$ cat src/design/cache_pkg.sv
// Shared widths and encodings for the two-port cache memory subsystem
`default_nettype none

package cache_pkg;

    // Word address and data word
    typedef logic [15:0] addr_t;
    typedef logic [31:0] data_t;

    // Processor operation
    typedef enum logic [1:0] {
        OP_READ,
        OP_WRITE,
        OP_FLUSH
    } op_e;

    // Cache controller states
    typedef enum logic [2:0] {
        IDLE,
        PROCESS_REQUEST,
        MEM_READ,
        WRITE_BACK,
        FLUSH
    } ctrl_state_e;

    // Source of data written into a line
    typedef enum logic {
        PROCESSOR_WRITE,
        MEMORY_WRITE
    } wr_sel_e;

endpackage

`default_nettype wire

$ cat src/design/cache_datapath.sv
// Direct-mapped cache datapath with tag, state and data arrays and flush index
`timescale 1ns/1ps
`default_nettype none

module cache_datapath
    import cache_pkg::*;
#(
    parameter int INDEX_BITS = 3
)
(
    input  logic        clk,
    input  logic        reset,
    input  addr_t       addr,
    input  logic        accept,
    input  data_t       wdata,
    input  data_t       mem_rdata,
    input  logic        wr_en,
    input  wr_sel_e     wr_sel,
    input  logic        set_valid,
    input  logic        set_dirty,
    input  logic        index_clear,
    input  logic        index_step,
    input  logic        flush_mode,
    output logic        hit,
    output logic        is_dirty,
    output logic        flush_done,
    output data_t       rdata,
    output addr_t       araddr,
    output addr_t       awaddr,
    output data_t       mem_wdata
);

    localparam int LINES = 1 << INDEX_BITS;
    localparam int TAG_BITS = $bits(addr_t) - INDEX_BITS;

    typedef logic [TAG_BITS-1:0] tag_t;

    addr_t addr_q;
    data_t wdata_q;
    tag_t tag_mem [LINES];
    data_t data_mem [LINES];
    logic [LINES-1:0] valid_q, dirty_q;
    logic [INDEX_BITS:0] flush_cnt;
    logic [INDEX_BITS-1:0] idx;
    tag_t req_tag;

    // Request registers
    always_ff @(posedge clk)
    begin
        if (accept)
        begin
            addr_q <= addr;
            wdata_q <= wdata;
        end
    end

    assign req_tag = addr_q[$bits(addr_t)-1:INDEX_BITS];
    // Flush walks the lines by counter instead of request index
    assign idx = flush_mode ? flush_cnt[INDEX_BITS-1:0] : addr_q[INDEX_BITS-1:0];

    assign hit = valid_q[idx] && (tag_mem[idx] == req_tag);
    assign is_dirty = valid_q[idx] && dirty_q[idx];
    assign flush_done = flush_cnt[INDEX_BITS];
    assign rdata = data_mem[idx];
    assign araddr = addr_q;
    assign awaddr = {tag_mem[idx], idx};
    assign mem_wdata = data_mem[idx];

    always_ff @(posedge clk)
    begin
        if (wr_en)
        begin
            tag_mem[idx] <= req_tag;
            data_mem[idx] <= (wr_sel == MEMORY_WRITE) ? mem_rdata : wdata_q;
        end
    end

    always_ff @(posedge clk, negedge reset)
    begin
        if (!reset)
        begin
            valid_q <= '0;
            dirty_q <= '0;
            flush_cnt <= '0;
        end
        else
        begin
            if (wr_en)
            begin
                valid_q[idx] <= set_valid;
                dirty_q[idx] <= set_dirty;
            end
            if (index_clear)
                flush_cnt <= '0;
            else if (index_step)
                flush_cnt <= flush_cnt + 1'b1;
        end
    end

endmodule

`default_nettype wire

$ cat config.mk
export PLATFORM = sky130hd
export DESIGN_NAME = cache_datapath
export DESIGN_NICKNAME = d
export VERILOG_FILES = /design/src/design/cache_pkg.sv /design/src/design/cache_datapath.sv
export SDC_FILE = /design/constraint.sdc
export NUM_CORES = 1
export LEC_CHECK = 0
export CORE_MARGIN = 2
export CORE_UTILIZATION = 45
export DETAILED_ROUTE_END_ITERATION = 7
export DONT_BUFFER_PORTS = 1
export GPL_TIMING_DRIVEN = 1
export PLACE_DENSITY = 0.57
export SLEW_MARGIN = 30
export SYNTH_ARGS = -nofsm -noshare
export SYNTH_HDL_FRONTEND = slang
export SYNTH_SLANG_ARGS = --single-unit
$ cat constraint.sdc
create_clock -name clk -period 8.3 [get_ports clk]
set_clock_uncertainty 0.1 [all_clocks]
set_input_delay 0.83 -clock clk [delete_from_list [all_inputs] [get_ports clk]]
set_output_delay 0.83 -clock clk [all_outputs]
set_load 0.005 [all_outputs]
==> results of run 1 <==
==> final cells by class <==
type                            count  area [um^2]  area share (%)
Timing Repair Buffer               17          143           0.779
Sequential cell                   428        12800            69.7
Inverter                            5         26.3           0.144
Clock inverter                     29          274            1.50
Clock buffer                       52         1190            6.53
Tap cell                          468          586            3.20
Multi-Input combinational cell    444         3330            18.2
==> registers in the layout (all words and copies together) (netlist names) <==
signal and flops:
araddr 16, data_mem 256, dirty_q 8, flush_cnt 4, tag_mem 104, valid_q 8
wdata_q 32
==> cells by family after synthesis <==
family / count (synthesis) / share of synthesized area [%]
compound gates: 214 / 9.66
fa+ha+maj: 1 / 0.0757
xor+xnor: 11 / 0.583
buf+inv: 92 / 3.22
simple gates: 143 / 4.34
flops: 428 / 77.1
mux: 75 / 4.99
==> what timing repair did <==
item / in CTS / in global routing
setup endpoints to repair: 0 / 0
hold endpoints to repair: 20 / 0
hold buffers: 1 / 0
setup buffers: 0 / 0
==> through the flow <==
step,power (uW),util (%),hold WS (ns),setup slack (ns)
6_report,4970,50.3,0.128,3.46
5_1_grt,5150,50.3,0.147,3.20
4_1_cts,5020,50.3,0.192,3.41
3_5_place_dp,3010,46.2,0.394,3.76
3_3_place_gp,3000,46.1,0.390,3.74
2_1_floorplan,2910,-,0.380,3.71
==> cells in the final DEF, fill, tap and decap left out, drive strengths merged, types with 2 or more instances in the layout <==
cell type  netlist  final
nor2            15     15
o221ai           3      3
o211ai           2      2
clkinv           0     21
dfrtp           20     20
a31oi           32     32
o22a             3      3
edfxtp         408    408
bufinv           0      5
nand2           55     55
or2              2      2
nor3             5      5
xor2             9      9
a221oi           2      2
nand4b           2      2
nand3           17     17
and3            37     37
a32oi           11     11
buf             56     17
o21ai            4      4
nand3b           2      2
o22ai            9      9
mux2            50     50
a21bo            2      2
a22oi          132    132
and2             3      3
clkbuf          31     52
inv              5      7
a21oi            3      3
xnor2            2      2
a32o             8      8
mux2i           25     25
==> power breakdown <==
part	leakage [uW]	internal, uW	switching (uW)
combinational	0.00125	137	273
clock	0.000729	1190	824
sequential	0.00399	2500	51.3
==> worst reg2reg max path: cells and delay by family, from the launching register on <==
family | cells | cell delay [ns]
AO/OA/AOI/OAI | 1 | 0.16
buffers and inverters | 4 | 2.15
flip-flops | 1 | 0.64
AND/OR/NAND/NOR | 2 | 0.53
==> layer usage <==
layer	share of wire [%]	vias to the layer above
met5	0	-
met4	2.4	0
met3	6.4	58
met2	47	274
met1	44	4345
li1	-	3816
==> worst paths after layout <==
path,cells after the start,endpoint,start,slack (ns)
worst min-delay path,1,flush_cnt[2]$_DFFE_PN0P_,reset,0.13
max in group asynchronous,1,dirty_q[7]$_DFFE_PN0P_,reset,7.62
min in group clk,1,flush_cnt[0]$_DFFE_PN0P_,index_clear,0.22
worst min register to register,1,valid_q[4]$_DFFE_PN0P_,valid_q[4]$_DFFE_PN0P_,0.41
worst max-delay path,9,hit,flush_cnt[2]$_DFFE_PN0P_,3.46
worst max register to register,7,data_mem[6][19]$_DFFE_PP_,araddr[1]$_DFFE_PP_,4.35
==> results.py, run 1 <==
metrics = {
    "synthesis": {
        "ys.flop_type": "edfxtp_1",
        "synth.most_common_cell": "edfxtp_1",
        "synth_seq_cells": 428,
        "synthArstFlopShare_pct": 4.67,
        "synthTopCellsByArea": "edfxtp_1 (74%), a22oi_1 (6.0%), mux2_2 (3.4%), dfrtp_1 (3.0%), mux2i_1 (1.5%)",
        "syn_area_um2": 16500,
        "synth-edff-count": 408,
        "synth_nets": 1055,
        "yosysSeqAreaShare_pct": 77.1,
        "post_synth.cell_area_avg_um2": 17.2,
        "yosysUniqueCellTypes": 49,
        "synth_warnings": 0,
        "yosys.area.top_type": "edfxtp_1",
        "synth_commonest_cells": "edfxtp_1 (408), a22oi_1 (132), nand2_1 (54), mux2_2 (50), and3_1 (37)",
        "synth_top_area_share_pct": 74.1,
        "synthCells": 964,
    },
    "placement": {
        "gp_congestion": 0.729,
        "dpl_cell_area_um2": 16800,
        "port_buffers": 0,
        "dp_cells": 1361,
        "hpwlAfterDp_um": 19500,
    },
    "power_and_ir_drop": {
        "power.density_nw_per_um2": 271,
        "p_leak_uw": 0.00596,
        "irDropWorstVdd_mv": 0.160,
    },
    "global_route": {
        "grt_antenna_before_repair": 0,
        "met1_usage_pct": 26.6,
        "grt-busiest-layer": "met2",
        "grt_pass1_wl_um": 55200,
        "grt_pass1_vias": 8674,
        "overflow": 0,
        "met2_usage_pct": 31.0,
        "grt_usage_pct": 19.4,
        "met3_usage_pct": 4.40,
        "grt_max_degree": 83,
    },
    "clock_tree": {
        "htreeDepth": 2,
        "cts_resized": 0,
        "cts_tree": "done",
        "clkTransAtPathRegs_ns": 0.06,
        "cts_buffers": 46,
        "cts.sink_count": 428,
        "clk-insertion-delay-late_ns": 0.57,
        "cts-root-buf": "clkbuf_16",
        "ctsLongestPathBuffers": 3,
    },
    "critical_path": {
        "crit_chain": "nand2_1 -> o22ai_4 -> buf_4 -> buf_4 -> a32oi_1 -> a21oi_1 -> o211ai_1 -> or4_1 -> and4bb_1",
        "critPathLaunchType": "flip-flop",
        "critPathMaxStageDelay_ns": 0.60,
        "critPathTopFamily": "simple AND/OR/NAND/NOR gates",
        "cp_max_fo": 45,
        "cp-end-kind": "output pin",
        "critPathArrivalTime_ns": 3.91,
        "cp_slowest_cell": "buf_4",
        "crit_top_cell": "buf_4",
        "required_ns": 7.37,
        "cp.buffers_inverters": 2,
        "crit_type": "reg -> out",
    },
    "floorplanning": {
        "num_io_pins": 189,
        "die_w_um": 196,
        "die_h_um": 196,
        "start_util_pct": 45.4,
        "rows": 70,
        "coreArea_um2": 36400,
        "die_area_um2": 38300,
    },
    "sta": {
        "slew_viol_final": 0,
        "period_share_pct": 58.4,
        "slew-limit-headroom_pct": 38.6,
        "fin_tns_setup_ns": 0,
        "timing.final.hold_violations": 0,
        "grt_setup_unrepaired": "false",
        "fmax_mhz": 206,
        "timing.final.crit_period_ns": 4.84,
        "setup_violations": 0,
        "max_slew.worst_pin.slew_ns": 0.918,
    },
    "route": {
        "routed_via_density": 5.89,
        "avgRoutedWirePerCell_um": 25.5,
        "ant_nets": 0,
        "via_count": 8493,
        "finalWirelength_um": 36800,
        "drtIter0Drc": 515,
        "drt_first_pass_iters": 5,
        "drc": 0,
    },
    "layout": {
        "final_cells": 1443,
        "nNetsFinal": 1033,
        "area_delta_synth_final_pct": 10.7,
        "diodes": 0,
        "fill_cells": 2990,
        "fin_area_um2": 18300,
        "final_layout_size_suffix_gt1_share_pct": 16.1,
    },
    "job": {
        "max_cap_viol_count": 0,
    },
    "min_path": {
        "hp-class": "in -> async",
    },
    "outcome": {
        "run_status": "finished, final reports clean",
    },
}
(Power assumes the default switching activity.)
==> run 2: changes to the inputs <==
Settings changed: PLACE_DENSITY 0.57 to 0.59.
Clock period 8.3 ns to 4.1 ns, I/O delays scaled along.
==> run 2 against run 1 <==
Effect of this change:
- setup slack lost 3.2 ns
- flip-flop and latch count is the same
- sequential power up 100%
- via count grew 3.4%
==> results.py, run 2 (synthesis gave the netlist of run 1 again) <==
metrics = {
    "outcome": {
        "run_status": "finished, final reports clean",
    },
    "placement": {
        "hpwlAfterDp_um": 20400,
        "gp_congestion": 0.777,
        "dp_cells": 1371,
        "dp_slack_ns": 0.602,
        "port_buffers": 0,
    },
    "critical_path": {
        "critPathArrivalTime_ns": 3.36,
        "crit_type": "reg -> out",
        "critPathTopFamily": "simple AND/OR/NAND/NOR gates",
        "cp-end-kind": "output pin",
        "critPathMaxStageDelay_ns": 0.66,
        "required_ns": 3.59,
        "reg2regPathDepth": 5,
        "crit_chain": "nand2_1 -> o21ai_4 -> buf_4 -> a32oi_1 -> nand3b_1 -> nand4b_1 -> or4_1 -> and4bb_1",
        "cp.buffers_inverters": 1,
        "critPathLaunchType": "flip-flop",
        "crit_cells": 8,
        "cp_slowest_cell": "edfxtp_1",
        "cp_max_fo": 24,
    },
    "min_path": {
        "hp-class": "in -> reg",
        "min_path_cells": 1,
    },
    "global_route": {
        "grt_pass1_vias": 8644,
        "grt_usage_pct": 19.7,
        "overflow": 0,
        "grt_antenna_before_repair": 2,
        "grt_pass1_wl_um": 55800,
        "grt_max_degree": 64,
    },
    "route": {
        "drc": 0,
        "ant_nets": 0,
        "via_count": 8780,
        "avgRoutedWirePerCell_um": 24.9,
        "routed_via_density": 5.81,
        "finalWirelength_um": 37500,
        "drtIter0Drc": 607,
        "drt_first_pass_iters": 5,
    },
    "layout": {
        "utilization_pct": 52.0,
        "largest_register": "data_mem",
        "top_regs": "data_mem x256, tag_mem x104, wdata_q x32",
        "largest_register_ffs": 256,
        "final_cell_mix": "edfxtp_1 (408), a22oi_1 (132), nand2_1 (54), dlygate4sd3_1 (54), mux2_2 (50)",
        "final_layout_size_suffix_gt1_share_pct": 15.9,
        "final_cells": 1510,
        "area_delta_synth_final_pct": 14.5,
        "fill_cells": 2945,
        "nNetsFinal": 1097,
        "final_common_cell": "edfxtp_1",
    },
    "sta": {
        "fmax_mhz": 258,
        "fin_tns_setup_ns": 0,
        "slew_viol_final": 0,
        "timing.final.crit_period_ns": 3.87,
        "max_slew.worst_pin.slew_ns": 0.894,
        "slew-limit-headroom_pct": 40.2,
        "setup_violations": 0,
        "grt_setup_unrepaired": "false",
        "period_share_pct": 94.4,
        "final.setup.worst_slack_ns": 0.230,
        "timing.final.hold_violations": 0,
        "worst_hold_slack_ns": 0.0699,
    },
    "job": {
        "max_cap_viol_count": 0,
    },
    "floorplanning": {
        "num_io_pins": 189,
        "coreArea_um2": 36400,
        "die_area_um2": 38300,
        "die_w_um": 196,
        "rows": 70,
        "die_h_um": 196,
        "start_util_pct": 45.4,
    },
    "clock_tree": {
        "post_cts_buffers": 0,
        "cts-root-buf": "clkbuf_16",
        "cts.sink_count": 428,
        "cts_tree": "done",
        "clk-insertion-delay-late_ns": 0.57,
        "htreeDepth": 2,
        "cts_buffers": 45,
        "ctsLongestPathBuffers": 3,
        "clkTransAtPathRegs_ns": 0.06,
    },
    "power_and_ir_drop": {
        "pwr-share-comb_pct": 9.2,
        "p_sw_uw": 2320,
        "switching_share_pct": 23.3,
        "p_leak_uw": 0.00622,
        "clock_power_share_pct": 39.0,
        "power.density_nw_per_um2": 525,
        "irDropWorstVdd_mv": 0.297,
        "seqPwrFrac_pct": 51.9,
        "p_int_uw": 7620,
    },
}
-- run 2: what timing repair did --
| action | in CTS | in global routing |
|---|---|---|
| setup endpoints to repair | 1 | 1 |
| hold buffers | 55 | 1 |
| gates resized for setup | 1 | 2 |
| endpoints found under the hold margin | 136 | 20 |
| gates cloned | 0 | 0 |
-- run 2: worst register-to-register path, stage by stage, from the launching register on --
cell      delay (ns)
edfxtp_1        0.60
nor3_1          0.34
a21oi_1         0.24
nor2_4          0.77
buf_4           0.58
mux2_2          0.40
-- run 2: path summary, 6_finish.rpt --
kind | startpoint | endpoint | slack (ns)
max reg2reg | araddr[1]$_DFFE_PP_ | valid_q[1]$_DFFE_PN0P_ | 0.96
min | mem_rdata[6] | data_mem[5][6]$_DFFE_PP_ | 0.07
max | araddr[1]$_DFFE_PP_ | hit | 0.23
min reg2reg | valid_q[5]$_DFFE_PN0P_ | valid_q[5]$_DFFE_PN0P_ | 0.41
min in group asynchronous | reset | flush_cnt[2]$_DFFE_PN0P_ | 0.26
max in group asynchronous | reset | valid_q[4]$_DFFE_PN0P_ | 3.30
-- run 2: cell type report --
type                    count  area (um^2)  share of cell area [%]
diodes                      1         2.50                  0.0132
clock buffers              55         1180                    6.26
clock inverters            27          214                    1.13
inverters                   5         26.3                   0.139
multi-input cells         444         3350                    17.7
flip-flops and latches    428        12800                    67.4
well taps                 468          586                    3.09
repair buffers             82          818                    4.32
-- run 2: metrics by stage --
stage               instance area [um^2]  power [uW]
floorplan                          16500        5890
global placement                   16900        6100
detailed placement                 16900        6110
CTS                                18900       10100
global route                       18900       10300
finish                             18900        9940
-- run 2: metal layers --
layer  global-route usage [%]  up-vias  wire (um)
met3                     5.11       57       2510
met5                        0        -         13
met1                     28.3     4488      17200
li1                         -     3960          -
met4                     5.11        2        703
met2                     30.3      273      17200
-- run 2: power by group through the flow --
stage	clock network [uW]	logic, uW	registers (uW)
final	3880	912	5160
after global routing	4120	1010	5180
after CTS	3960	930	5160
after detailed placement	0	860	5250
after global placement	0	855	5240
after floorplan	0	676	5210
==> run 3: changes to the inputs <==
Settings changed: BUFFER_PORTS_ARGS from default to -buffer_cell sky130_fd_sc_hd__buf_2, CORE_MARGIN 2 to default, DONT_BUFFER_PORTS 1 to default, PLACE_DENSITY 0.59 to 0.64.
==> run 3 against run 2 <==
Effect of this change:
- via count is 9.4% higher
- power grew 2.8%
- utilization is 3.6 points higher
- flip-flop and latch count did not move
- clock-buffer cell count is 5 higher
- highest routed layer is now met4
- die area fell by 2.0%
==> results.py, run 3 (synthesis gave the netlist of run 1 again) <==
metrics = {
    "outcome": {
        "run_status": "finished, final reports clean",
    },
    "job": {
        "max_cap_viol_count": 0,
    },
    "critical_path": {
        "critPathLaunchType": "flip-flop",
        "cp_max_fo": 9,
        "cp-end-kind": "output pin",
        "critPathMaxStageDelay_ns": 0.54,
        "critPathArrivalTime_ns": 3.47,
        "regToRegSetupSlack_ns": 0.74,
        "cp_slowest_cell": "dfrtp_1",
        "reg2regPathDepth": 6,
        "crit_top_cell": "o22a_1",
        "cp.buffers_inverters": 1,
        "critical_path.reg2reg.endpoint": "tag_mem[7][5]$_DFFE_PP_",
        "required_ns": 3.59,
        "r2r_start": "araddr[1]$_DFFE_PP_",
        "crit_type": "reg -> out",
        "critical_path.startpoint": "flush_cnt[2]$_DFFE_PN0P_",
        "critPathTopFamily": "simple AND/OR/NAND/NOR gates",
        "crit_chain": "nand2_1 -> o22a_1 -> o22a_1 -> a32o_1 -> xor2_1 -> or4_1 -> and4bb_1 -> buf_2",
    },
    "floorplanning": {
        "die_area_um2": 37500,
        "start_util_pct": 46.1,
        "die_w_um": 194,
        "die_h_um": 194,
        "num_io_pins": 189,
        "coreArea_um2": 35800,
        "rows": 69,
    },
    "route": {
        "drc": 0,
        "finalWirelength_um": 38300,
        "via_count": 9609,
        "drtIter0Drc": 686,
        "avgRoutedWirePerCell_um": 22.7,
        "routed_via_density": 5.70,
        "drt_first_pass_iters": 5,
        "ant_nets": 0,
    },
    "placement": {
        "gp_congestion": 0.752,
        "dpl_cell_area_um2": 17900,
        "port_buffers": 188,
        "hpwlAfterDp_um": 21400,
    },
    "sta": {
        "period_share_pct": 97.0,
        "max_slew.worst_pin.slew_ns": 0.935,
        "slew-limit-headroom_pct": 37.7,
        "slew_viol_final": 0,
        "grt_setup_unrepaired": "false",
        "timing.final.crit_period_ns": 3.98,
        "fmax_mhz": 252,
        "fin_tns_setup_ns": 0,
        "timing.final.hold_violations": 0,
        "setup_violations": 0,
    },
    "layout": {
        "largest_register": "data_mem",
        "diodes": 0,
        "top_regs": "data_mem x256, tag_mem x104, wdata_q x32",
        "final_common_cell": "edfxtp_1",
        "final_cell_mix": "edfxtp_1 (408), buf_2 (188), a22oi_1 (132), nand2_1 (54)",
        "area_delta_synth_final_pct": 20.5,
        "nNetsFinal": 1287,
        "final_layout_size_suffix_gt1_share_pct": 29.2,
        "fin_area_um2": 19900,
        "largest_register_ffs": 256,
    },
    "min_path": {
        "min_path_cells": 3,
        "min_from": "index_step",
        "hold_path_end": "flush_cnt[0]$_DFFE_PN0P_",
        "hp-class": "in -> reg",
    },
    "clock_tree": {
        "cts_tree": "done",
        "cts.sink_count": 428,
        "htreeDepth": 2,
        "clkTransAtPathRegs_ns": 0.05,
        "cts-root-buf": "clkbuf_16",
        "clk-insertion-delay-late_ns": 0.54,
        "cts_buffers": 45,
        "post_cts_buffers": 0,
        "ctsLongestPathBuffers": 3,
    },
    "global_route": {
        "grt_usage_pct": 20.0,
        "grt_max_degree": 64,
        "grt_pass1_wl_um": 56600,
        "grt_pass1_vias": 9303,
        "grt_antenna_before_repair": 0,
        "overflow": 0,
    },
    "power_and_ir_drop": {
        "irDropWorstVdd_mv": 0.375,
        "p_leak_uw": 0.00700,
        "power.density_nw_per_um2": 513,
    },
}
## run 3: cell count changes in the layout (fill, tap and decap cells not counted), sizes merged
| cell | before | now |
|---|---|---|
| a21o | 1 | 2 |
| clkbuf | 55 | 60 |
| clkinvlp | 1 | 0 |
| bufinv | 3 | 4 |
| diode | 1 | 0 |
| dlygate4sd3 | 54 | 50 |
| inv | 5 | 6 |
| o22ai | 9 | 10 |
| clkinv | 23 | 12 |
| buf | 28 | 220 |
## run 3: final cells by class
type | instances | area (um^2)
inverter | 5 | 26.3
timing repair buffer | 270 | 1760
multi-input combinational | 446 | 3370
tap | 461 | 577
clock buffer | 60 | 1230
fill | 2806 | 15900
clock inverter | 17 | 201
sequential | 428 | 12800
## run 3: worst max-delay path by stage
stage          slack (ns)  cells after the start                      to
2_1_floorplan       -0.07                      9  dirty_q[1]$_DFFE_PN0P_
3_3_place_gp         0.47                     10                     hit
3_5_place_dp         0.42                      9                     hit
4_1_cts              0.04                      8                     hit
5_1_grt              0.02                      8                     hit
6_report             0.12                      8                     hit
## run 3: worst min-delay path: stages
cell and delay [ns]:
buf_2 0.13, xnor2_1 0.07, nor2_1 0.07
## run 3: timing repair
| action | 4_1_cts | 5_1_grt |
|---|---|---|
| hold buffers | 50 | 0 |
| endpoints found under the hold margin | 72 | 0 |
| gates resized for setup | 0 | 4 |
| endpoints found under the setup margin | 0 | 7 |
## run 3: through the flow
stage	utilization, %	std cells	hold slack, ns	setup slack, ns	power, uW
2_1_floorplan	-	964	0.0144	-0.0659	5890
3_3_place_gp	50.0	1556	0.296	0.472	6290
3_5_place_dp	50.1	1558	0.300	0.425	6310
4_1_cts	55.5	1685	0.0756	0.0444	10300
5_1_grt	55.6	1687	0.0952	0.0195	10600
6_report	55.6	1687	0.0913	0.125	10200
## run 3: per-layer routing
| metal | part of all wire [%] | track usage [%] | routed length, um | up-vias |
|---|---|---|---|---|
| li1 | - | - | - | 4340 |
| met2 | 48 | 32.2 | 18200 | 343 |
| met4 | 1.8 | 4.56 | 708 | 0 |
| met1 | 44 | 28.4 | 17000 | 4871 |
| met5 | 0 | 0 | 0 | - |
| met3 | 6.0 | 3.37 | 2310 | 55 |
## run 3: report_power, final
part | switching, uW | leakage [uW] | internal (uW)
Combinational | 646 | 0.00231 | 457
Sequential | 105 | 0.00398 | 5050
Clock | 1600 | 0.000701 | 2360
