===== config.mk =====
export PLATFORM = sky130hd
export DESIGN_NAME = mem_arbiter
export DESIGN_NICKNAME = d
export VERILOG_FILES = /design/src/design/cache_pkg.sv /design/src/design/mem_arbiter.sv
export SDC_FILE = /design/constraint.sdc
export NUM_CORES = 1
export LEC_CHECK = 0
export ABC_AREA = 1
export BUFFER_PORTS_ARGS = -buffer_cell sky130_fd_sc_hd__buf_2
export CORE_AREA = 2 2 123 125
export CTS_BUF_LIST = sky130_fd_sc_hd__clkbuf_4 sky130_fd_sc_hd__clkbuf_8
export DETAILED_ROUTE_END_ITERATION = 16
export DIE_AREA = 0 0 125 127
export PLACE_DENSITY_LB_ADDON = 0.1
export SLEW_MARGIN = 20
export SYNTH_ARGS = -nofsm -noshare
export SYNTH_HDL_FRONTEND = slang
export SYNTH_SLANG_ARGS = --single-unit

===== constraint.sdc =====
create_clock -name clk -period 2.58 [get_ports clk]
set_input_delay 0.129 -clock clk [delete_from_list [all_inputs] [get_ports clk]]
set_output_delay 0.129 -clock clk [all_outputs]
set_load 0.02 [all_outputs]

===== src/design/cache_pkg.sv =====
// Shared widths and encodings for the two-port cache memory subsystem
`default_nettype none

package cache_pkg;

    // Word address and data word
    typedef logic [15:0] addr_t;
    typedef logic [31:0] data_t;

    // Processor operation
    typedef enum logic [1:0] {
        OP_READ,
        OP_WRITE,
        OP_FLUSH
    } op_e;

    // Cache controller states
    typedef enum logic [2:0] {
        IDLE,
        PROCESS_REQUEST,
        MEM_READ,
        WRITE_BACK,
        FLUSH
    } ctrl_state_e;

    // Source of data written into a line
    typedef enum logic {
        PROCESSOR_WRITE,
        MEMORY_WRITE
    } wr_sel_e;

endpackage

`default_nettype wire


===== src/design/mem_arbiter.sv =====
// Round-robin arbiter granting the shared memory channels to one cache at a time
`timescale 1ns/1ps
`default_nettype none

module mem_arbiter
    import cache_pkg::*;
(
    input  logic    clk,
    input  logic    reset,
    input  addr_t   araddr_0, awaddr_0,
    input  data_t   wdata_0,
    output data_t   rdata_0,
    input  logic    arvalid_0, rready_0, awvalid_0, wvalid_0, bready_0,
    output logic    arready_0, rvalid_0, awready_0, wready_0, bvalid_0,
    input  addr_t   araddr_1, awaddr_1,
    input  data_t   wdata_1,
    output data_t   rdata_1,
    input  logic    arvalid_1, rready_1, awvalid_1, wvalid_1, bready_1,
    output logic    arready_1, rvalid_1, awready_1, wready_1, bvalid_1,
    output addr_t   m_araddr, m_awaddr,
    output data_t   m_wdata,
    input  data_t   m_rdata,
    output logic    m_arvalid, m_rready, m_awvalid, m_wvalid, m_bready,
    input  logic    m_arready, m_rvalid, m_awready, m_wready, m_bvalid
);

    // One-hot grant, zero when the bus is free
    logic [1:0] grant_q;
    logic last_q;
    logic req_0, req_1, release_bus;

    assign req_0 = arvalid_0 || awvalid_0;
    assign req_1 = arvalid_1 || awvalid_1;
    assign release_bus = (m_rvalid && m_rready) || (m_bvalid && m_bready);

    always_ff @(posedge clk, negedge reset)
    begin
        if (!reset)
        begin
            grant_q <= 2'b00;
            last_q <= 1'b1;
        end
        else if (grant_q == 2'b00)
        begin
            // Cache 0 wins a tie unless it won last
            if (req_0 && (!req_1 || last_q))
            begin
                grant_q <= 2'b01;
                last_q <= 1'b0;
            end
            else if (req_1)
            begin
                grant_q <= 2'b10;
                last_q <= 1'b1;
            end
        end
        else if (release_bus)
            grant_q <= 2'b00;
    end

    assign m_araddr = grant_q[1] ? araddr_1 : araddr_0;
    assign m_awaddr = grant_q[1] ? awaddr_1 : awaddr_0;
    assign m_wdata = grant_q[1] ? wdata_1 : wdata_0;
    assign m_arvalid = (grant_q[0] && arvalid_0) || (grant_q[1] && arvalid_1);
    assign m_rready = (grant_q[0] && rready_0) || (grant_q[1] && rready_1);
    assign m_awvalid = (grant_q[0] && awvalid_0) || (grant_q[1] && awvalid_1);
    assign m_wvalid = (grant_q[0] && wvalid_0) || (grant_q[1] && wvalid_1);
    assign m_bready = (grant_q[0] && bready_0) || (grant_q[1] && bready_1);

    // Responses reach the granted cache only
    assign rdata_0 = m_rdata;
    assign rdata_1 = m_rdata;
    assign arready_0 = grant_q[0] && m_arready;
    assign rvalid_0 = grant_q[0] && m_rvalid;
    assign awready_0 = grant_q[0] && m_awready;
    assign wready_0 = grant_q[0] && m_wready;
    assign bvalid_0 = grant_q[0] && m_bvalid;
    assign arready_1 = grant_q[1] && m_arready;
    assign rvalid_1 = grant_q[1] && m_rvalid;
    assign awready_1 = grant_q[1] && m_awready;
    assign wready_1 = grant_q[1] && m_wready;
    assign bvalid_1 = grant_q[1] && m_bvalid;

endmodule

`default_nettype wire


==> metrics.log, run 1 <==
[metrics] Post-DP HPWL: 5550 um
[metrics] startpoint class of the critical path: register
[metrics] sum of routed wire length over all layers: 6900 um
[metrics] top cells by area in the synthesized netlist: sky130_fd_sc_hd__nand2_1 49%, sky130_fd_sc_hd__buf_4 32%, sky130_fd_sc_hd__inv_1 3.4%, sky130_fd_sc_hd__dfrtp_1 3.0%, sky130_fd_sc_hd__buf_2 2.7%
[metrics] dpl ws: 857 ps
[metrics] tightest slew margin relative to the limit: 0.591
[metrics] Resize count post-CTS: 0
[metrics] Mean Syn Cell Area: approximately 5 sq um
[metrics] switching portion of total power: 0.632
[metrics] post-synth cell types: 19
[metrics] Via Count: between 2,000 and 2,500
[metrics] post-synthesis net count: about 510
[metrics] type of the tightest min-delay check: in2async
[metrics] number of standard cells after synthesis: 330
[metrics] cell mode on critical path: sky130_fd_sc_hd__nand2_1
[metrics] combinational share of power: 0.865
[metrics] area grow syn2layout: 51.3%
[metrics] global router's overall resource usage: 0.0768
[metrics] antenna viol nets, final: 0
[metrics] Final Hold Slack: around 230 ps
[metrics] Max-cap violations: 0
[metrics] area leader, netlist: sky130_fd_sc_hd__nand2_1
[metrics] clk_lat worst skew: 210 ps
[metrics] sum of negative setup slack: 0 ps
[metrics] number of remaining DRC errors: 0
[metrics] slew of the pin with the lowest slew margin: between 600 and 700 ps
[metrics] fmax: between 0.5 and 0.6 GHz
[metrics] storage element area: 77.6 sq um
[metrics] fin worst setup slack: 697 ps
[metrics] FF+latch count, synth: 3
[metrics] proportion of power drawn by flip-flops and latches: 0.068
[metrics] instance count after placement with tap cells included: 660
[metrics] number of levels in the clock H-tree: 1
[metrics] r2r worst-path depth: 8
[metrics] crit end category: output port
[metrics] final-report setup violation count: 0
[metrics] VDD IR-drop max: around 240 uV
[metrics] remaining global-route overflow: 0
[metrics] slowest cell on the critical path: sky130_fd_sc_hd__buf_4
[metrics] fill count: between 1,500 and 2,000
[metrics] clock slew seen by the registers of the worst setup and hold paths: roughly 30 ps
[metrics] synthesized cell area: around 1600 sq um
[metrics] worst reg2reg path startpoint: grant_q[1]
[metrics] number of CTS-inserted buffers: 3
[metrics] critical path arrival: about 1800 ps
[metrics] vias in the first global route: about 2,200
[metrics] Crit Path Class: reg2out
[metrics] clock tree from TritonCTS: done
[metrics] sequential area share after synthesis: 0.0465
[metrics] worst path cell trace: buf_4 > nand2_1 > nand2_1 > buf_2
[metrics] number of non-filler instances in the completed layout: approximately 670
[metrics] die height: between 100 and 150 um
[metrics] sum of buffers and inverters on the critical path: 2
[metrics] proportion of netlist area held by the largest area contributor: 0.487
[metrics] number of setup buffers added after CTS: 0
[metrics] fraction of power consumed by the clock network: 0.067
[metrics] Diodes inserted: 0
[metrics] # rows: 44
[metrics] clock tree root driver cell: sky130_fd_sc_hd__clkbuf_8
[metrics] result of the run: complete, no violations
[metrics] Internal Dissipation: about 0.80 mW
[metrics] maximum root-to-sink buffer count: 2
[metrics] total I/O pin count: 320
[metrics] number of clock sinks seen by CTS: 3
[metrics] dominant delay contributor by cell family on the critical path: buffers and inverters
[metrics] largest net degree at the start of global routing: 59
[metrics] Tcrit/Tclk final: 0.730
[metrics] endpoint of the lowest-slack register-to-register path: grant_q[1]
[metrics] fraction of final layout cells with drive strength greater than 1: 0.505
[metrics] Clock Skews: around 4.3 ps
[metrics] wire length of the first global-routing pass: between 10,000 and 15,000 um
[metrics] net switching power of the design: 1.37 mW
[metrics] highest net fanout along the worst path: between 50 and 60
[metrics] Total Nets Final: 659
[metrics] final critical delay including setup and external delays: between 1500 and 2000 ps
[metrics] cell area power density: 873 nW/um^2
[metrics] unrepaired setup endpoints after global routing: false
[metrics] Reg2Reg Setup Slack: 1070 ps
[metrics] Final Slew Violations: 0
[metrics] starting utilization of the core area: 0.114
[metrics] area of the core: 14,400 sq um
[metrics] yosys synthesis warning count: 0
[metrics] commonest non-fill, non-tap cell in the layout: sky130_fd_sc_hd__buf_2
[metrics] final number of hold-violating endpoints: 0
[metrics] quantity of I/O buffers inserted on ports: between 200 and 250
[metrics] initial detailed-routing violation count: 53
[metrics] static leakage: roughly 1.7 nW
[metrics] antenna violations before repair: 0
[metrics] commonest non-fill, non-tap cells in the layout: 223 x sky130_fd_sc_hd__buf_2, 213 x sky130_fd_sc_hd__nand2_1, 15 x sky130_fd_sc_hd__inv_1
[metrics] vias per std cell: roughly 3.4
[metrics] horizontal die dimension: roughly 130 um
[metrics] floorplan die area: between 15,000 and 20,000 sq um
[metrics] CP max stage delay: 580 ps
[metrics] multi-input gate area in the final layout: 908 sq um
[metrics] data required time at the worst endpoint: roughly 2500 ps
[metrics] first-pass iteration count of the detailed router: 4
[metrics] routability congestion estimate from global placement: slightly below 0.8
[metrics] per-cell routed wire length: around 10 um
[power groups by stage]
| stage | combinational [mW] | sequential, mW | clock [mW] |
|---|---|---|---|
| floorplan | 1.49 | 0.0891 | 0 |
| global placement | 1.94 | 0.149 | 0 |
| detailed placement | 1.92 | 0.152 | 0 |
| CTS | 1.93 | 0.152 | 0.150 |
| global route | 2.08 | 0.157 | 0.158 |
| finish | 1.88 | 0.147 | 0.146 |
[Yosys cell counts]
cell / number
sky130_fd_sc_hd__nor2_2: 1
sky130_fd_sc_hd__nand2_1: 213
sky130_fd_sc_hd__dfstp_2: 1
sky130_fd_sc_hd__nor2_1: 2
sky130_fd_sc_hd__nand2_4: 1
sky130_fd_sc_hd__inv_6: 1
sky130_fd_sc_hd__buf_2: 9
sky130_fd_sc_hd__buf_4: 69
sky130_fd_sc_hd__nand4_1: 1
sky130_fd_sc_hd__or2_1: 1
sky130_fd_sc_hd__nand3_2: 1
sky130_fd_sc_hd__inv_1: 15
sky130_fd_sc_hd__o21ai_2: 1
sky130_fd_sc_hd__dfrtp_1: 2
sky130_fd_sc_hd__nand2_2: 4
sky130_fd_sc_hd__buf_6: 2
sky130_fd_sc_hd__inv_2: 2
sky130_fd_sc_hd__a22o_1: 1
sky130_fd_sc_hd__o22ai_1: 3
[layout make-up]
cell class / count / area share
multi-input cells: 229 / 0.365
inverters: 18 / 0.0292
well taps: 184 / 0.0926
flip-flops and latches: 3 / 0.0312
clock buffers: 4 / 0.0196
repair buffers: 227 / 0.462
[cell families after synthesis]
| group | share of synthesized area |
|---|---|
| AND/OR/NAND/NOR | 0.531 |
| buffers and inverters | 0.401 |
| AO/OA/AOI/OAI | 0.0221 |
| flip-flops | 0.0465 |
[flip-flops by register name, summed over array words and instances, names as in the netlist]
register / cells
last_q: 1
grant_q: 2
[metal layers]
layer,wire [um],part of all wire,vias up,track usage
met4,94,0.014,0,0.0170
met1,2390,0.35,939,0.0774
met3,676,0.098,10,0.0226
li1,-,-,1209,-
met2,3740,0.54,133,0.155
met5,0,0,-,0
[worst reg2reg max path, stage by stage, from the launching register on]
cell,delay (ps)
sky130_fd_sc_hd__dfrtp_2,520
sky130_fd_sc_hd__inv_2,100
sky130_fd_sc_hd__buf_4,340
sky130_fd_sc_hd__nand2_4,110
sky130_fd_sc_hd__nor2_1,120
sky130_fd_sc_hd__nand2_1,70
sky130_fd_sc_hd__nand2_2,80
sky130_fd_sc_hd__nand2_1,50
sky130_fd_sc_hd__nand2_1,70
[metrics by stage]
step / power (mW) / utilization / area (sq um)
6_report: 2.17 / 0.172 / 2490
3_5_place_dp: 2.07 / 0.168 / 2430
2_1_floorplan: 1.58 / - / 1640
5_1_grt: 2.40 / 0.172 / 2490
3_3_place_gp: 2.09 / 0.168 / 2430
4_1_cts: 2.23 / 0.172 / 2490
[worst max path at each step]
stage,from,endpoint,slack (ps),cells past startpoint
2_1_floorplan,grant_q[1],m_awaddr[12],1480,5
3_3_place_gp,grant_q[1],m_araddr[8],910,4
3_5_place_dp,grant_q[1],m_wdata[10],860,4
4_1_cts,grant_q[1],m_wdata[10],620,4
5_1_grt,grant_q[1],m_wdata[10],510,4
6_report,grant_q[1],m_wdata[10],700,4
[timing repair]
action | CTS | global route
hold buffers | 1 | 0
hold endpoints to repair | 3 | 0
endpoints found under the setup margin | 0 | 0
Note: power is estimated with default switching activity, not from simulation.
==> run 2, diff against run 1 <==
--- a/config.mk
+++ b/config.mk
@@ -7,10 +7,10 @@
 export LEC_CHECK = 0
 export ABC_AREA = 1
 export BUFFER_PORTS_ARGS = -buffer_cell sky130_fd_sc_hd__buf_2
-export CORE_AREA = 2 2 123 125
+export CORE_AREA = 2 2 125 127
 export CTS_BUF_LIST = sky130_fd_sc_hd__clkbuf_4 sky130_fd_sc_hd__clkbuf_8
 export DETAILED_ROUTE_END_ITERATION = 16
-export DIE_AREA = 0 0 125 127
+export DIE_AREA = 0 0 127 129
 export PLACE_DENSITY_LB_ADDON = 0.1
 export SLEW_MARGIN = 20
 export SYNTH_ARGS = -nofsm -noshare
==> constraint.sdc (replaced) <==
create_clock -name clk -period 1.5 [get_ports clk]
set_input_delay 0.075 -clock clk [delete_from_list [all_inputs] [get_ports clk]]
set_output_delay 0.075 -clock clk [all_outputs]
set_load 0.02 [all_outputs]
==> run 2 against run 1 <==
  * Clock power up 73%
  * Largest cell class unchanged
  * Power up 78%
  * Critical endpoint is now m_awvalid
  * Final area up 2.8%
  * Sequential share of layout area down 0.086 points
  * Highest routed layer unchanged
  * Die area up 3.2%
  * Critical path depth unchanged
  * Setup slack worse by 590 ps
  * Via count up 1.4%
  * Clock skew down 1.1 ps
  * Global-route usage down 0.73 points
==> metrics.log, run 2 (synthesized netlist as in run 1, its figures left out) <==
[metrics] combinational share of power: 0.883 (was 0.865)
[metrics] per-cell routed wire length: 9.59 um (was 10.4 um)
[metrics] clock slew seen by the registers of the worst setup and hold paths: 30 ps (about the same)
[metrics] final number of hold-violating endpoints: 0 (unchanged)
[metrics] Diodes inserted: 0 (unchanged)
[metrics] highest net fanout along the worst path: 33 (was 58)
[metrics] initial detailed-routing violation count: 30 (was 53)
[metrics] Via Count: 2,324 (was 2,291)
[metrics] area of the core: 15,000 sq um (was 14,400 sq um)
[metrics] startpoint class of the critical path: register (unchanged)
[metrics] # rows: 45 (was 44)
[metrics] multi-input gate area in the final layout: 908 sq um (unchanged)
[metrics] largest net degree at the start of global routing: 40 (was 59)
[metrics] Tcrit/Tclk final: 0.930
[metrics] sum of routed wire length over all layers: 6440 um (was 6900 um)
[metrics] Total Nets Final: 661 (was 659)
[metrics] VDD IR-drop max: 481 uV (was 240 uV)
[metrics] data required time at the worst endpoint: 1420 ps (was 2450 ps)
[metrics] net switching power of the design: 2.36 mW (was 1.37 mW)
[metrics] final core occ: 0.171 (was 0.172)
[metrics] worst-case hold path end point: rdata_0[23]
[metrics] type of the tightest min-delay check: in2out (was in2async)
[metrics] vias per std cell: 3.46 (was 3.45)
[metrics] global router's overall resource usage: 0.0695 (was 0.0768)
[metrics] number of remaining DRC errors: 0 (unchanged)
[metrics] detailed-routed wire length on met3: 662 um (was 676 um)
[metrics] clock tree from TritonCTS: done (unchanged)
[metrics] crit end category: output port (unchanged)
[metrics] fraction of power consumed by the clock network: 0.065 (was 0.067)
[metrics] final critical delay including setup and external delays: ~1400 ps
[metrics] floorplan die area: 16,400 sq um (was 15,900 sq um)
[metrics] Reg2Reg Setup Slack: 320 ps (was 1070 ps)
[metrics] Crit Path Class: reg2out (unchanged)
[metrics] highest metal layer with signal wires: met4 (unchanged)
[metrics] number of levels in the clock H-tree: 1 (unchanged)
[metrics] fraction of final layout cells with drive strength greater than 1: 0.507 (was 0.505)
[metrics] worst reg2reg path startpoint: grant_q[1] (unchanged)
[metrics] first-pass iteration count of the detailed router: 5 (was 4)
[metrics] starting utilization of the core area: 0.110 (was 0.114)
[metrics] r2r worst-path depth: 8 (unchanged)
[metrics] tightest slew margin relative to the limit: 0.810 (was 0.591)
[metrics] total I/O pin count: 320 (unchanged)
[metrics] min-delay src: m_rdata[23]
[metrics] quantity of I/O buffers inserted on ports: 223 (unchanged)
[metrics] remaining global-route overflow: 0 (unchanged)
[metrics] result of the run: complete, no violations (unchanged)
[metrics] Clock Skews: 3.14 ps (was 4.26 ps)
[metrics] Regs by FF count: grant_q x2, last_q x1 (unchanged)
[metrics] clock tree root driver cell: sky130_fd_sc_hd__clkbuf_8 (unchanged)
[metrics] max FFs per register: 2 (unchanged)
[metrics] proportion of power drawn by flip-flops and latches: 0.051 (was 0.068)
[metrics] Resize count post-CTS: 0 (unchanged)
[metrics] horizontal die dimension: 127 um (was 125 um)
[metrics] die height: 129 um (was 127 um)
[metrics] Internal Dissipation: 1.52 mW (was 0.800 mW)
[metrics] wire length of the first global-routing pass: 9400 um (was 10,200 um)
[metrics] fmax: ~0.7 GHz
[metrics] switching portion of total power: 0.608 (was 0.632)
[metrics] commonest non-fill, non-tap cells in the layout: 223 x sky130_fd_sc_hd__buf_2, 213 x sky130_fd_sc_hd__nand2_1, 15 x sky130_fd_sc_hd__inv_1 (unchanged)
[metrics] vias in the first global route: 2,057 (was 2,150)
[metrics] cell area power density: 1520 nW/um^2 (was 873 nW/um^2)
[metrics] sum of negative setup slack: 0 ps (unchanged)
[metrics] unrepaired setup endpoints after global routing: false (unchanged)
[metrics] fin worst setup slack: 105 ps (was 697 ps)
[metrics] final-report setup violation count: 0 (unchanged)
[metrics] number of setup buffers added after CTS: 0 (unchanged)
[metrics] antenna violations before repair: 0 (unchanged)
[metrics] static leakage: 1.78 nW (was 1.75 nW)
[metrics] antenna viol nets, final: 0 (unchanged)
[metrics] area grow syn2layout: 55.6% (was 51.3%)
[metrics] Post-DP HPWL: 5430 um (was 5550 um)
[metrics] clk_lat worst skew: 220 ps (was 210 ps)
[metrics] endpoint of the lowest-slack register-to-register path: grant_q[0] (was grant_q[1])
[metrics] fill count: 1,783 (was 1,715)
[metrics] total met2 wirelength after detailed routing: 3610 um (was 3740 um)
[metrics] Hold Buf Count CTS: 1 (unchanged)
[metrics] routability congestion estimate from global placement: 0.698 (was 0.778)
[metrics] storage element area: 77.6 sq um (unchanged)
[metrics] critical path arrival: 1320 ps (was 1750 ps)
[metrics] top register by number of flip-flops: grant_q (unchanged)
[metrics] number of clock sinks seen by CTS: 3 (unchanged)
[metrics] commonest non-fill, non-tap cell in the layout: sky130_fd_sc_hd__buf_2 (unchanged)
[metrics] slew of the pin with the lowest slew margin: 286 ps (was 613 ps)
[metrics] number of CTS-inserted buffers: 3 (unchanged)
[metrics] post-layout total power: 3.88 mW (was 2.17 mW)
[metrics] Hold Crit Depth: 0
[metrics] maximum root-to-sink buffer count: 2 (unchanged)
[metrics] Final Slew Violations: 0 (unchanged)
[metrics] Max-cap violations: 0 (unchanged)
[metrics] wire length on met1: 2080 um (was 2390 um)
[metrics] dpl ws: 288 ps (was 857 ps)
[run 2: cell count changes in the layout (fill, tap and decap cells not counted), sizes merged]
| cell | before | now |
|---|---|---|
| buf | 226 | 228 |
[run 2: layout make-up]
type | instances | share of cell area
Timing Repair Buffer | 229 | 0.475
Multi-Input combinational cell | 229 | 0.355
Tap cell | 188 | 0.0920
Sequential cell | 3 | 0.0303
Inverter | 18 | 0.0284
Clock buffer | 4 | 0.0191
[run 2: power by group through the flow]
stage / Clock (mW) / Sequential, mW / Combinational (mW)
2_1_floorplan: 0 / 0.153 / 2.57
3_3_place_gp: 0 / 0.199 / 3.54
3_5_place_dp: 0 / 0.201 / 3.49
4_1_cts: 0.259 / 0.201 / 3.50
5_1_grt: 0.270 / 0.208 / 3.80
6_report: 0.253 / 0.199 / 3.42
[run 2: metal layers]
metal,up-vias,global-route usage
met1,951,0.0641
met5,-,0
met3,11,0.0137
met2,151,0.147
li1,1211,-
met4,0,0.0271
[run 2: worst max path at each step]
stage / start / end / slack (ps) / cells after the start
6_report: grant_q[1] / m_awvalid / 100 / 4
5_1_grt: grant_q[1] / m_awvalid / 10 / 4
4_1_cts: grant_q[1] / m_awvalid / 50 / 4
3_5_place_dp: grant_q[1] / m_awvalid / 290 / 4
3_3_place_gp: grant_q[1] / m_awvalid / 290 / 4
2_1_floorplan: grant_q[1] / m_awaddr[12] / 460 / 5
[run 2: metrics by stage]
step,hold slack (ps),area [sq um],cells
2_1_floorplan,-221,1640,330
3_3_place_gp,-122,2500,666
3_5_place_dp,-124,2500,666
4_1_cts,150,2560,671
5_1_grt,150,2560,671
6_report,150,2560,671
[run 2: critical path, cell delays in order, from the launching register on]
cell and delay [ps]:
sky130_fd_sc_hd__dfrtp_2 410, sky130_fd_sc_hd__inv_2 100, sky130_fd_sc_hd__buf_12 180, sky130_fd_sc_hd__o22ai_1 210, sky130_fd_sc_hd__buf_2 200
==> run 3, diff against run 2 <==
--- a/config.mk
+++ b/config.mk
@@ -7,10 +7,10 @@
 export LEC_CHECK = 0
 export ABC_AREA = 1
 export BUFFER_PORTS_ARGS = -buffer_cell sky130_fd_sc_hd__buf_2
-export CORE_AREA = 2 2 125 127
+export CORE_AREA = 2 2 123 125
 export CTS_BUF_LIST = sky130_fd_sc_hd__clkbuf_4 sky130_fd_sc_hd__clkbuf_8
 export DETAILED_ROUTE_END_ITERATION = 16
-export DIE_AREA = 0 0 127 129
+export DIE_AREA = 0 0 125 127
 export PLACE_DENSITY_LB_ADDON = 0.1
 export SLEW_MARGIN = 20
 export SYNTH_ARGS = -nofsm -noshare
==> constraint.sdc (replaced) <==
create_clock -name clk -period 1.7 [get_ports clk]
set_input_delay 0.085 -clock clk [delete_from_list [all_inputs] [get_ports clk]]
set_output_delay 0.085 -clock clk [all_outputs]
set_load 0.02 [all_outputs]
==> run 3 against run 2 <==
  * Flip-flop and latch count stayed put
  * Global-route usage up 0.72 points
  * Register-to-register slack better by 100 ps
  * Critical path depth increased by 1
  * Critical path type unchanged
  * Highest routed layer unchanged
==> metrics.log, run 3 (synthesized netlist as in run 1, its figures left out) <==
[metrics] slew of the pin with the lowest slew margin: 429 ps (was 286 ps)
[metrics] Crit Path Class: reg2out (unchanged)
[metrics] number of clock sinks seen by CTS: 3 (unchanged)
[metrics] number of non-filler instances in the completed layout: 665 (was 671)
[metrics] starting utilization of the core area: 0.114 (was 0.110)
[metrics] # rows: 44 (was 45)
[metrics] antenna violations before repair: 0 (unchanged)
[metrics] routability congestion estimate from global placement: 0.804 (was 0.698)
[metrics] highest net fanout along the worst path: 37 (was 33)
[metrics] fraction of final layout cells with drive strength greater than 1: 0.505 (was 0.507)
[metrics] Design Area, Final: 2520 sq um (was 2560 sq um)
[metrics] Placed Instance Area: 2460 sq um (was 2500 sq um)
[metrics] net switching power of the design: 2.07 mW (was 2.36 mW)
[metrics] crit end category: output port (unchanged)
[metrics] type of the tightest min-delay check: in2out (unchanged)
[metrics] Post-DP HPWL: 5530 um (was 5430 um)
[metrics] Via Count: 2,277 (was 2,324)
[metrics] clk_lat worst skew: 220 ps (about the same)
[metrics] max FFs per register: 2 (unchanged)
[metrics] worst path cell trace: inv_2 > buf_12 > nand2_1 > nand2_1 > buf_2 (was inv_2 > buf_12 > o22ai_1 > buf_2)
[metrics] sum of buffers and inverters on the critical path: 3 (unchanged)
[metrics] commonest non-fill, non-tap cell in the layout: sky130_fd_sc_hd__buf_2 (unchanged)
[metrics] post-layout total power: 3.36 mW (was 3.88 mW)
[metrics] sum of negative setup slack: 0 ps (unchanged)
[metrics] vias per std cell: 3.42 (was 3.46)
[metrics] data required time at the worst endpoint: 1620 ps (was 1420 ps)
[metrics] instance count after placement with tap cells included: 660 (was 666)
[metrics] proportion of power drawn by flip-flops and latches: 0.054 (was 0.051)
[metrics] static leakage: 1.76 nW (was 1.78 nW)
[metrics] VDD IR-drop max: 488 uV (was 481 uV)
[metrics] initial detailed-routing violation count: 37 (was 30)
[metrics] cell area power density: 1330 nW/um^2 (was 1520 nW/um^2)
[metrics] quantity of I/O buffers inserted on ports: 223 (unchanged)
[metrics] final number of hold-violating endpoints: 0 (unchanged)
[metrics] die height: 127 um (was 129 um)
[metrics] result of the run: complete, no violations (unchanged)
[metrics] area of the core: 14,400 sq um (was 15,000 sq um)
[metrics] first-pass iteration count of the detailed router: 4 (was 5)
[metrics] cell mode on critical path: sky130_fd_sc_hd__nand2_1
[metrics] final-report setup violation count: 0 (unchanged)
[metrics] remaining global-route overflow: 0 (unchanged)
[metrics] commonest non-fill, non-tap cells in the layout: 223 x sky130_fd_sc_hd__buf_2, 213 x sky130_fd_sc_hd__nand2_1, 15 x sky130_fd_sc_hd__inv_1 (unchanged)
[metrics] area grow syn2layout: 53.6% (was 55.6%)
[metrics] clock tree root driver cell: sky130_fd_sc_hd__clkbuf_8 (unchanged)
[metrics] Tcrit/Tclk final: 0.875
[metrics] tightest slew margin relative to the limit: 0.714 (was 0.810)
[metrics] Final Slew Violations: 0 (unchanged)
[metrics] horizontal die dimension: 125 um (was 127 um)
[metrics] clock tree from TritonCTS: done (unchanged)
[metrics] switching portion of total power: 0.617 (was 0.608)
[metrics] fraction of power consumed by the clock network: 0.067 (was 0.065)
[metrics] maximum root-to-sink buffer count: 2 (unchanged)
[metrics] Diodes inserted: 0 (unchanged)
[metrics] Regs by FF count: grant_q x2, last_q x1 (unchanged)
[metrics] critical path arrival: 1400 ps (was 1320 ps)
[metrics] startpoint class of the critical path: register (unchanged)
[metrics] unrepaired setup endpoints after global routing: false (unchanged)
[metrics] top register by number of flip-flops: grant_q (unchanged)
[metrics] floorplan die area: 15,900 sq um (was 16,400 sq um)
[metrics] sum of routed wire length over all layers: 6730 um (was 6440 um)
[metrics] combinational share of power: 0.879 (was 0.883)
[metrics] vias in the first global route: 2,227 (was 2,057)
[metrics] Total Nets Final: 659 (was 661)
[metrics] Resize count post-CTS: 0 (unchanged)
[metrics] wire length of the first global-routing pass: 10,300 um (was 9400 um)
[metrics] number of levels in the clock H-tree: 1 (unchanged)
[metrics] slowest cell on the critical path: sky130_fd_sc_hd__dfrtp_2 (unchanged)
[metrics] clock slew seen by the registers of the worst setup and hold paths: 30 ps (about the same)
[metrics] number of CTS-inserted buffers: 3 (unchanged)
[metrics] global router's overall resource usage: 0.0768 (was 0.0695)
[metrics] dominant delay contributor by cell family on the critical path: buffers and inverters (unchanged)
[metrics] CP max stage delay: 410 ps (about the same)
[metrics] Clock Skews: 2.52 ps (was 3.14 ps)
[metrics] Internal Dissipation: 1.29 mW (was 1.52 mW)
[metrics] fmax: roughly 0.67 GHz
[metrics] number of remaining DRC errors: 0 (unchanged)
[metrics] final critical delay including setup and external delays: ~1500 ps
[metrics] largest net degree at the start of global routing: 74 (was 40)
[metrics] Max-cap violations: 0 (unchanged)
[metrics] total I/O pin count: 320 (unchanged)
[metrics] per-cell routed wire length: 10.1 um (was 9.59 um)
[metrics] antenna viol nets, final: 0 (unchanged)
-- run 3: changes by cell type in the layout (fill, tap and decap cells not counted), sizes merged --
cell | previous run | this run
buf | 228 | 226
-- run 3: stage by stage --
step	setup WS [ps]	util	hold slack, ps
after floorplan	645	-	-211
after global placement	390	0.171	-113
after detailed placement	389	0.171	-109
after CTS	180	0.175	170
after global routing	73.7	0.175	170
final	212	0.175	170
-- run 3: metal layers --
layer | global-route usage | vias to the layer above | routed length (um)
li1 | - | 1211 | -
met1 | 0.0751 | 933 | 2320
met4 | 0.0196 | 0 | 59
met3 | 0.0209 | 8 | 648
met2 | 0.157 | 125 | 3710
met5 | 0 | - | 0
-- run 3: power by group through the flow --
| stage | Combinational [mW] | Clock (mW) | Sequential (mW) |
|---|---|---|---|
| global placement | 3.05 | 0 | 0.185 |
| CTS | 3.03 | 0.231 | 0.187 |
| global route | 3.29 | 0.236 | 0.193 |
| finish | 2.95 | 0.224 | 0.182 |
| detailed placement | 3.02 | 0 | 0.187 |
| floorplan | 2.27 | 0 | 0.135 |
-- run 3: timing repair --
| action | CTS | global route |
|---|---|---|
| hold buffers | 1 | 0 |
| setup buffers | 0 | 0 |
| endpoints found under the hold margin | 3 | 0 |
-- run 3: final timing paths --
| kind | start | to | slack [ps] | depth (start not counted) |
|---|---|---|---|---|
| max | grant_q[1] | m_wdata[8] | 210 | 5 |
| min | m_rdata[15] | rdata_0[15] | 170 | 0 |
| max reg2reg | grant_q[1] | grant_q[1] | 420 | 8 |
| min reg2reg | last_q | last_q | 580 | 2 |
| max in group asynchronous | reset | last_q | 1290 | 2 |
| min in group asynchronous | reset | grant_q[0] | 210 | 2 |
-- run 3: cell type report --
cell class,count,area [sq um]
clock buffers,4,48.8
fillers,1730,11900
inverters,18,72.6
multi-input cells,229,908
flip-flops and latches,3,77.6
well taps,184,230
repair buffers,227,1190
